==> src/hdl/mips_isa_pkg.sv <==
`default_nettype none

package mips_isa_pkg;

    // major opcodes, inst[31:26]
    typedef enum logic [5:0] {
        OP_RTYPE = 6'h00,
        OP_J     = 6'h02,
        OP_JAL   = 6'h03,
        OP_BEQ   = 6'h04,
        OP_BNE   = 6'h05,
        OP_ADDI  = 6'h08,
        OP_SLTI  = 6'h0a,
        OP_ANDI  = 6'h0c,
        OP_ORI   = 6'h0d,
        OP_LUI   = 6'h0f,
        OP_LW    = 6'h23,
        OP_SW    = 6'h2b
    } opcode_t;

    // r-type function field, inst[5:0]
    typedef enum logic [5:0] {
        F_SLL  = 6'h00,
        F_SRL  = 6'h02,
        F_JR   = 6'h08,
        F_ADD  = 6'h20,
        F_SUB  = 6'h22,
        F_AND  = 6'h24,
        F_OR   = 6'h25,
        F_SLT  = 6'h2a,
        F_SLTU = 6'h2b
    } funct_t;

    typedef enum logic [3:0] {
        ALU_ADD  = 4'd0,
        ALU_SUB  = 4'd1,
        ALU_AND  = 4'd2,
        ALU_OR   = 4'd3,
        ALU_SLT  = 4'd4,
        ALU_SLTU = 4'd5,
        ALU_SLL  = 4'd6,
        ALU_SRL  = 4'd7,
        ALU_LUI  = 4'd8  // immediate into the upper half
    } alu_op_t;

    typedef struct packed {
        logic    reg_dest;       // write register is rd, not rt
        logic    reg_write;
        logic    alu_src;        // operand b is the immediate
        alu_op_t alu_op;
        logic    mem_read;
        logic    mem_write;
        logic    mem_to_reg;
        logic    link;           // jal, pc+4 into r31
        logic    branch_eq;
        logic    branch_ne;
        logic    jump;
        logic    jump_register;
        logic    shamt_src;      // operand a is the shift amount
        logic    imm_unsigned;   // zero-extend the immediate
        logic    halt_illegal;   // unknown encoding, runs as a no-op
    } ctrl_t;

endpackage

`default_nettype wire

==> src/hdl/mips_bus_pkg.sv <==
`default_nettype none

package mips_bus_pkg;

    // wishbone classic master request
    typedef struct packed {
        logic        cyc;
        logic        stb;
        logic        we;
        logic [31:0] adr;
        logic [31:0] dat;
        logic [3:0]  sel;
    } wb_req_t;

    // slave response
    typedef struct packed {
        logic        ack;
        logic [31:0] dat;
    } wb_rsp_t;

endpackage

`default_nettype wire

==> src/hdl/alu.sv <==
`timescale 1ns/10ps
`default_nettype none

module alu (
    input  logic [31:0]           a,
    input  logic [31:0]           b,
    input  mips_isa_pkg::alu_op_t op,
    output logic [31:0]           result,
    output logic                  zero,
    output logic                  negative
);

    logic [4:0] shamt;

    assign shamt = a[4:0];  // shift amount rides on operand a

    always_comb begin
        case (op)
            mips_isa_pkg::ALU_ADD:  result = a + b;
            mips_isa_pkg::ALU_SUB:  result = a - b;
            mips_isa_pkg::ALU_AND:  result = a & b;
            mips_isa_pkg::ALU_OR:   result = a | b;
            mips_isa_pkg::ALU_SLT: begin
                result = {31'b0, $signed(a) < $signed(b)};
            end
            mips_isa_pkg::ALU_SLTU: begin
                result = {31'b0, a < b};
            end
            mips_isa_pkg::ALU_SLL:  result = b << shamt;
            mips_isa_pkg::ALU_SRL:  result = b >> shamt;   // logical, zero fill
            mips_isa_pkg::ALU_LUI:  result = {b[15:0], 16'h0000};
            default:                result = '0;
        endcase
    end

    assign zero     = (result == 32'd0);
    assign negative = result[31];

endmodule

`default_nettype wire

==> src/hdl/regfile.sv <==
`timescale 1ns/10ps
`default_nettype none

module regfile (
    input  logic        clk,
    input  logic        rst,
    input  logic [4:0]  rs_num,
    input  logic [4:0]  rt_num,
    input  logic [4:0]  rd_num,
    input  logic [31:0] rd_data,
    input  logic        rd_we,
    output logic [31:0] rs_data,
    output logic [31:0] rt_data
);

    logic [31:0] regs [0:31];

    always_ff @(posedge clk) begin
        if (rst) begin
            for (int i = 0; i < 32; i++) begin
                regs[i] <= 32'd0;
            end
        end else if (rd_we && rd_num != 5'd0) begin
            regs[rd_num] <= rd_data;  // r0 never written
        end
    end

    // r0 reads as zero regardless
    assign rs_data = (rs_num == 5'd0) ? 32'd0 : regs[rs_num];
    assign rt_data = (rt_num == 5'd0) ? 32'd0 : regs[rt_num];

endmodule

`default_nettype wire

==> src/hdl/wb_data_port.sv <==
`timescale 1ns/10ps
`default_nettype none

module wb_data_port (
    input  logic                  clk,
    input  logic                  rst,
    input  logic                  mem_read,
    input  logic                  mem_write,
    input  logic                  halted,
    input  logic [31:0]           addr,
    input  logic [31:0]           wdata,
    output mips_bus_pkg::wb_req_t wb_req,
    input  mips_bus_pkg::wb_rsp_t wb_rsp,
    output logic                  stall,
    output logic [31:0]           rdata
);

    typedef enum logic [1:0] {IDLE, ACTIVE, DONE} state_t;

    state_t      state;
    logic        we_q;
    logic [31:0] adr_q;
    logic [31:0] dat_q;
    logic        mem_req;
    logic        start;
    logic        ack_seen;

    assign mem_req  = mem_read | mem_write;
    assign start    = (state == IDLE) && mem_req && !halted;
    assign ack_seen = (state == ACTIVE) && wb_rsp.ack;

    always_ff @(posedge clk) begin
        if (rst) begin
            state <= IDLE;
            we_q  <= 1'b0;
        end else begin
            case (state)
                IDLE: if (start) begin
                    state <= ACTIVE;
                    we_q  <= mem_write;
                end
                ACTIVE: if (wb_rsp.ack) begin
                    state <= DONE;  // cyc and stb drop here
                    we_q  <= 1'b0;
                end
                default: state <= IDLE;  // gap cycle between bus cycles
            endcase
        end
    end

    // address and store data held for the whole cycle
    always_ff @(posedge clk) begin
        if (start) begin
            adr_q <= addr;
            dat_q <= wdata;
        end
    end

    always_comb begin
        wb_req.cyc = (state == ACTIVE);
        wb_req.stb = (state == ACTIVE);
        wb_req.we  = we_q;
        wb_req.adr = adr_q;
        wb_req.dat = dat_q;
        wb_req.sel = 4'hf;  // word accesses only
    end

    assign stall = mem_req && !ack_seen;
    assign rdata = wb_rsp.dat;

endmodule

`default_nettype wire

==> src/hdl/control_unit.sv <==
`timescale 1ns/10ps
`default_nettype none

module control_unit (
    input  mips_isa_pkg::opcode_t opcode,
    input  mips_isa_pkg::funct_t  funct,
    output mips_isa_pkg::ctrl_t   ctrl
);

    always_comb begin
        ctrl = '0;  // alu_op defaults to add
        case (opcode)
            mips_isa_pkg::OP_RTYPE: begin
                ctrl.reg_dest  = 1'b1;
                ctrl.reg_write = 1'b1;
                case (funct)
                    mips_isa_pkg::F_ADD:  ctrl.alu_op = mips_isa_pkg::ALU_ADD;
                    mips_isa_pkg::F_SUB:  ctrl.alu_op = mips_isa_pkg::ALU_SUB;
                    mips_isa_pkg::F_AND:  ctrl.alu_op = mips_isa_pkg::ALU_AND;
                    mips_isa_pkg::F_OR:   ctrl.alu_op = mips_isa_pkg::ALU_OR;
                    mips_isa_pkg::F_SLT:  ctrl.alu_op = mips_isa_pkg::ALU_SLT;
                    mips_isa_pkg::F_SLTU: ctrl.alu_op = mips_isa_pkg::ALU_SLTU;
                    mips_isa_pkg::F_SLL: begin
                        ctrl.alu_op    = mips_isa_pkg::ALU_SLL;
                        ctrl.shamt_src = 1'b1;
                    end
                    mips_isa_pkg::F_SRL: begin
                        ctrl.alu_op    = mips_isa_pkg::ALU_SRL;
                        ctrl.shamt_src = 1'b1;
                    end
                    mips_isa_pkg::F_JR: begin
                        ctrl.reg_write     = 1'b0;
                        ctrl.jump_register = 1'b1;
                    end
                    default: begin
                        ctrl              = '0;
                        ctrl.halt_illegal = 1'b1;
                    end
                endcase
            end
            mips_isa_pkg::OP_ADDI: begin
                ctrl.reg_write = 1'b1;
                ctrl.alu_src   = 1'b1;
            end
            mips_isa_pkg::OP_ANDI, mips_isa_pkg::OP_ORI: begin
                ctrl.reg_write    = 1'b1;
                ctrl.alu_src      = 1'b1;
                ctrl.imm_unsigned = 1'b1;
                ctrl.alu_op       = (opcode == mips_isa_pkg::OP_ANDI) ?
                                    mips_isa_pkg::ALU_AND : mips_isa_pkg::ALU_OR;
            end
            mips_isa_pkg::OP_SLTI: begin
                ctrl.reg_write = 1'b1;
                ctrl.alu_src   = 1'b1;
                ctrl.alu_op    = mips_isa_pkg::ALU_SLT;
            end
            mips_isa_pkg::OP_LUI: begin
                ctrl.reg_write    = 1'b1;
                ctrl.alu_src      = 1'b1;
                ctrl.imm_unsigned = 1'b1;
                ctrl.alu_op       = mips_isa_pkg::ALU_LUI;
            end
            mips_isa_pkg::OP_LW: begin
                ctrl.reg_write  = 1'b1;
                ctrl.alu_src    = 1'b1;
                ctrl.mem_read   = 1'b1;
                ctrl.mem_to_reg = 1'b1;
            end
            mips_isa_pkg::OP_SW: begin
                ctrl.alu_src   = 1'b1;
                ctrl.mem_write = 1'b1;
            end
            mips_isa_pkg::OP_BEQ: begin
                ctrl.alu_op    = mips_isa_pkg::ALU_SUB;  // zero flag means equal
                ctrl.branch_eq = 1'b1;
            end
            mips_isa_pkg::OP_BNE: begin
                ctrl.alu_op    = mips_isa_pkg::ALU_SUB;
                ctrl.branch_ne = 1'b1;
            end
            mips_isa_pkg::OP_J:   ctrl.jump = 1'b1;
            mips_isa_pkg::OP_JAL: begin
                ctrl.jump      = 1'b1;
                ctrl.link      = 1'b1;
                ctrl.reg_write = 1'b1;
            end
            default: ctrl.halt_illegal = 1'b1;  // no writes, pc+4
        endcase
    end

endmodule

`default_nettype wire

==> src/hdl/data_path.sv <==
`timescale 1ns/10ps
`default_nettype none

module data_path #(
    parameter logic [31:0] RESET_PC = 32'h0000_0000
) (
    input  logic                  clk,
    input  logic                  rst,
    input  logic                  halted,
    input  logic [31:0]           inst,
    input  mips_isa_pkg::ctrl_t   ctrl,
    output logic [31:0]           inst_addr,
    output mips_bus_pkg::wb_req_t wb_req,
    input  mips_bus_pkg::wb_rsp_t wb_rsp
);

    logic [31:0] pc;
    logic [31:0] pc_plus4;
    logic [31:0] imm_sext;
    logic [31:0] imm_zext;
    logic [31:0] imm;
    logic [31:0] branch_target;
    logic [31:0] jump_target;
    logic [31:0] next_pc;
    logic        branch_taken;

    logic [31:0] rs_data;
    logic [31:0] rt_data;
    logic [31:0] alu_a;
    logic [31:0] alu_b;
    logic [31:0] alu_result;
    logic        alu_zero;

    logic [4:0]  rd_num;
    logic [31:0] rd_data;
    logic        rd_we;
    logic [31:0] load_data;
    logic        stall;
    logic        retire;   // instruction completes at this edge

    assign inst_addr = pc;
    assign pc_plus4  = pc + 32'd4;

    // immediate extension
    assign imm_sext = {{16{inst[15]}}, inst[15:0]};
    assign imm_zext = {16'h0000, inst[15:0]};
    assign imm      = ctrl.imm_unsigned ? imm_zext : imm_sext;

    assign branch_target = pc_plus4 + {imm_sext[29:0], 2'b00};
    assign jump_target   = {pc_plus4[31:28], inst[25:0], 2'b00};

    assign branch_taken = (ctrl.branch_eq && alu_zero) || (ctrl.branch_ne && !alu_zero);

    always_comb begin
        if (ctrl.jump_register)
            next_pc = rs_data;
        else if (ctrl.jump)
            next_pc = jump_target;
        else if (branch_taken)
            next_pc = branch_target;
        else
            next_pc = pc_plus4;
    end

    assign retire = !stall && !halted;

    always_ff @(posedge clk) begin
        if (rst)
            pc <= RESET_PC;
        else if (retire)
            pc <= next_pc;
    end

    // operand muxes
    assign alu_a = ctrl.shamt_src ? {27'd0, inst[10:6]} : rs_data;
    assign alu_b = ctrl.alu_src ? imm : rt_data;

    alu u_alu (
        .a        (alu_a),
        .b        (alu_b),
        .op       (ctrl.alu_op),
        .result   (alu_result),
        .zero     (alu_zero),
        .negative ()
    );

    // write register: r31 for jal, else rd or rt
    always_comb begin
        if (ctrl.link)
            rd_num = 5'd31;
        else if (ctrl.reg_dest)
            rd_num = inst[15:11];
        else
            rd_num = inst[20:16];
    end

    always_comb begin
        if (ctrl.link)
            rd_data = pc_plus4;
        else if (ctrl.mem_to_reg)
            rd_data = load_data;
        else
            rd_data = alu_result;
    end

    assign rd_we = ctrl.reg_write && !ctrl.halt_illegal && retire;

    regfile u_regfile (
        .clk     (clk),
        .rst     (rst),
        .rs_num  (inst[25:21]),
        .rt_num  (inst[20:16]),
        .rd_num  (rd_num),
        .rd_data (rd_data),
        .rd_we   (rd_we),
        .rs_data (rs_data),
        .rt_data (rt_data)
    );

    wb_data_port u_wb_data_port (
        .clk       (clk),
        .rst       (rst),
        .mem_read  (ctrl.mem_read),
        .mem_write (ctrl.mem_write),
        .halted    (halted),
        .addr      (alu_result),   // base + offset
        .wdata     (rt_data),
        .wb_req    (wb_req),
        .wb_rsp    (wb_rsp),
        .stall     (stall),
        .rdata     (load_data)
    );

endmodule

`default_nettype wire

==> src/hdl/mips_core.sv <==
`timescale 1ns/10ps
`default_nettype none

module mips_core #(
    parameter logic [31:0] RESET_PC = 32'h0000_0000
) (
    input  logic                  clk,
    input  logic                  rst,
    input  logic                  halted,
    input  logic [31:0]           inst,
    output logic [31:0]           inst_addr,
    output mips_bus_pkg::wb_req_t wb_req,
    input  mips_bus_pkg::wb_rsp_t wb_rsp
);

    mips_isa_pkg::ctrl_t ctrl;

    control_unit u_control_unit (
        .opcode (mips_isa_pkg::opcode_t'(inst[31:26])),
        .funct  (mips_isa_pkg::funct_t'(inst[5:0])),
        .ctrl   (ctrl)
    );

    // full word goes to the data path for register numbers and immediates
    data_path #(
        .RESET_PC (RESET_PC)
    ) u_data_path (
        .clk       (clk),
        .rst       (rst),
        .halted    (halted),
        .inst      (inst),
        .ctrl      (ctrl),
        .inst_addr (inst_addr),
        .wb_req    (wb_req),
        .wb_rsp    (wb_rsp)
    );

endmodule

`default_nettype wire

==> config.mk <==
export PLATFORM = sky130hd
export DESIGN_NAME = mips_core
export DESIGN_NICKNAME = d
export VERILOG_FILES = /design/src/hdl/mips_isa_pkg.sv /design/src/hdl/mips_bus_pkg.sv /design/src/hdl/alu.sv /design/src/hdl/regfile.sv /design/src/hdl/wb_data_port.sv /design/src/hdl/control_unit.sv /design/src/hdl/data_path.sv /design/src/hdl/mips_core.sv
export SDC_FILE = /design/constraint.sdc
export NUM_CORES = 2
export LEC_CHECK = 0
export ABC_AREA = 0
export BUFFER_PORTS_ARGS = -buffer_cell sky130_fd_sc_hd__buf_2
export CORE_MARGIN = 2
export CORE_UTILIZATION = 40
export CTS_CLUSTER_SIZE = 8
export DETAILED_ROUTE_END_ITERATION = 10
export SKIP_CTS_REPAIR_TIMING = 1
export SLEW_MARGIN = 20
export SYNTH_ARGS = -nofsm -noshare
export SYNTH_HDL_FRONTEND = slang
export SYNTH_SLANG_ARGS = --single-unit
export TNS_END_PERCENT = 20
==> constraint.sdc <==
create_clock -name clk -period 12.2 [get_ports clk]
set_input_delay 1.83 -clock clk [delete_from_list [all_inputs] [get_ports clk]]
set_output_delay 1.83 -clock clk [all_outputs]
set_load 0.05 [all_outputs]
==> results by group <==
Timing
  – Setup TNS: 0 ps
  – Final Hold Vio Count: 0
  – Final period utilization: 0.841
  – Worst setup margin: 1940 ps
  – Final setup vio count: 0
  – RSZ-0062 raised after global routing: no
  – Post-route minimum period: 10260 ps
  – Max Clock Skew: just under 60 ps
  – Least-Margin Pin Slew: between 1000 and 1500 ps
  – Max Slew Vio Count: 0
  – Max transition margin: 0.205
  – Fmax: 97.5 MHz

Route
  – DR vias/cell: 6.64
  – Routed WL: between 300000 and 400000 um
  – DRT antenna net count: 0
  – Avg WL per Cell: 37.0 um
  – Drt drc: 0
  – Initial drt markers: approximately 8000
  – Via count: 54400
  – Initial DRT Pass Iterations: 6

Worst setup path
  – R2r setup slk: roughly 3300 ps
  – CP Launch Type: input port
  – Crit-path max cell delay: between 600 and 700 ps
  – R2r worst-path depth: 27
  – Crit path DAT: about 11000 ps
  – Maximum fanout along the worst path: between 90 and 100
  – Reg-to-reg endpoint: u_data_path.inst_addr[23]$_SDFFE_PP0P_
  – Crit. End Element: flop
  – CP Data Required Time: around 13000 ps
  – CP Class: in -> reg
  – Critical-path top delay cell: buf_8
  – Reg2reg start: u_data_path.u_regfile.regs[12][4]$_SDFFCE_PN0P_

Logic synthesis
  – Syn Area/Cell: approximately 12 um^2
  – Mux cell area share after synthesis: 0.215
  – Yosys warning count: 0
  – Top_reg_cell synth: edfxtp_1
  – EDFF count, synth: about 1100
  – #FFs+latches synth: about 1100
  – Synth Area in Adders: 0.0247
  – Sequential element share of the synthesized area: 0.489
  – Xor/xnor share of the synthesized area: 0.0106
  – Post-synthesis cell count: slightly below 6000
  – Simple-Gate Fraction of Synth Area: 0.126
  – Synthesized area: 68300 um^2
  – Largest family of logic cells by synthesized area: multiplexers
  – Post-synth ARST share: 0
  – Synth cell types: just over 100
  – Synth Area in Compound Gates: 0.0921

Layout
  – Layout area overhead: 11.8%
  – Most frequent cells in the layout: 1253 x nor2_1, 1088 x edfxtp_1, 513 x mux2i_1
  – Fillers: about 15000
  – Share of layout cells above drive strength 1: 0.197
  – Most common cell after layout, fill and taps aside: nor2_1
  – Nets@finish: a little over 6000

Hold path
  – Hold path cells: 2
  – WHS Endpoint: u_data_path.u_wb_data_port.we_q$_SDFFE_PP0P_
  – Worst Hold Class: reg -> reg
  – Beginning of the worst hold path: u_data_path.u_wb_data_port.we_q$_SDFFE_PP0P_

Global routing
  – Initial antenna violation count: 19
  – Met2 Use GR: 0.533
  – All-Layer GR Usage: 0.342
  – Largest net degree at the start of global routing: 96
  – Met1 Track Usage GR: 0.419
  – Grt ovf: 0
  – GRT met3 Usage: 0.0775
  – First-pass GRT wire length: 417000 um
  – Vias in the first global route: around 53000
  – Grt peak-use layer: met2

Die
  – Core area: 169000 um^2
  – Height of the die: 417 um
  – Initial Util: 0.403
  – Die ar.: ~170000 um^2
  – IO Pins: approximately 170
  – Die Wd: around 420 um
  – FP Rows: ~150

Place
  – GP Congestion: 1.04
  – I/O Buffers: around 170
  – Dpl hpwl: roughly 200000 um
  – Pre-CTS setup slack: about 1300 ps

Pwr
  – Peak VDD IR: between 0.15 and 0.2 mV
  – Leakage: slightly below 30 nW
  – Power Dens Cells: 158 nW/um^2

CTS
  – CTS sink cnt: 1123
  – CTS Buf Count: 160
  – TritonCTS clock tree: done
  – H-tree Lvls: 4
  – Max Buffers Root-to-Sink: 3
  – Clk Latency, worst-skew pair: between 800 and 900 ps
  – Worst-path clk slew: around 60 ps
  – CTS root buffer: clkbuf_16

Status
  – Status: completed

Run
  – Max Cap Viol: 0
-- cells by family (layout without fill, tap and decap cells) --
| group | after synthesis | after routing |
|---|---|---|
| DFF | 1123 | 1123 |
| other | 2 | 52 |
| adders and majority gates | 133 | 133 |
| muxes | 947 | 947 |
| and+or+nand+nor | 2029 | 2029 |
| buffers and inverters | 658 | 698 |
| xor gates and xnor gates | 83 | 83 |
| AOI/OAI and AO/OA | 903 | 903 |
-- synth_stat cells, types with 49 or more instances --
cell	number	area (um^2)
ha_1	130	1630
nand2b_1	55	344
a21oi_1	196	981
edfxtp_1	1088	32700
inv_1	116	435
or3_1	49	307
nor2_1	1259	4730
o21ai_0	124	621
nand2_1	311	1170
nand3_1	110	551
buf_2	52	260
buf_1	51	191
mux4_2	414	9320
a22oi_1	154	1160
xnor2_1	63	552
clkbuf_1	374	1400
nor3_1	83	415
mux2i_1	513	5130
-- state kept, by name, indices dropped and copies added, names as in the netlist --
name,count
u_data_path.u_regfile.regs,1024
u_data_path.inst_addr,32
u_data_path.u_wb_data_port.adr_q,32
u_data_path.u_wb_data_port.dat_q,32
u_data_path.u_wb_data_port.state,2
u_data_path.u_wb_data_port.we_q,1
-- per-layer routing --
layer	part of all wire	wire length, um	vias up
met2	0.45	138000	3858
met1	0.35	107000	27500
met5	0.00021	63	-
met3	0.11	31900	944
li1	-	-	22100
met4	0.085	25900	10
-- worst max-delay path, delay by kind of cell --
family                   cells  cell delay [ps]
multiplexers                 5             2310
adder cells (fa/ha/maj)      1              430
AND/OR/NAND/NOR              8             2200
AO/OA/AOI/OAI               10             2710
buffers and inverters        4             1430
-- worst max path at each step --
stage | from | endpoint | slack, ps | depth (start not counted)
final | inst[22] | u_data_path.inst_addr[23]$_SDFFE_PP0P_ | 1940 | 28
after global routing | inst[16] | u_data_path.inst_addr[23]$_SDFFE_PP0P_ | 1600 | 29
after floorplan | inst[21] | u_data_path.inst_addr[2]$_SDFFE_PP0P_ | 2390 | 31
after detailed placement | inst[17] | u_data_path.inst_addr[23]$_SDFFE_PP0P_ | 1290 | 30
after global placement | inst[22] | u_data_path.inst_addr[25]$_SDFFE_PP0P_ | 1350 | 28
after CTS | inst[16] | u_data_path.inst_addr[23]$_SDFFE_PP0P_ | 2190 | 29
-- layout make-up --
cell class,instances,area (um^2),area share
multi-input combinational,4131,32600,0.427
sequential,1123,33400,0.437
inverter,119,452,0.00592
timing repair buffer,389,2660,0.0349
antenna,16,40.0,0.000525
clock inverter,14,220,0.00289
clock buffer,176,4170,0.0547
tap,2218,2780,0.0364
-- stage by stage --
stage / total power [W] / hold slack [ps] / cell area (um^2) / util / std cells
after global placement: 0.00794 / 464 / 71900 / 0.424 / 7980
after global routing: 0.0123 / 505 / 76300 / 0.450 / 8174
final: 0.0121 / 466 / 76300 / 0.450 / 8186
after CTS: 0.0120 / 465 / 76300 / 0.450 / 8170
after floorplan: 0.00645 / 448 / 68400 / - / 5912
after detailed placement: 0.00792 / 458 / 71900 / 0.424 / 7980
-- power by group --
group          leakage [nW]  internal [W]  switching (W)
clock                  2.15       0.00243        0.00166
sequential             11.4       0.00439      0.0000815
combinational          15.3      0.000942        0.00256
total                  28.9       0.00775        0.00430
No activity file was read; power rests on OpenSTA's default activity.
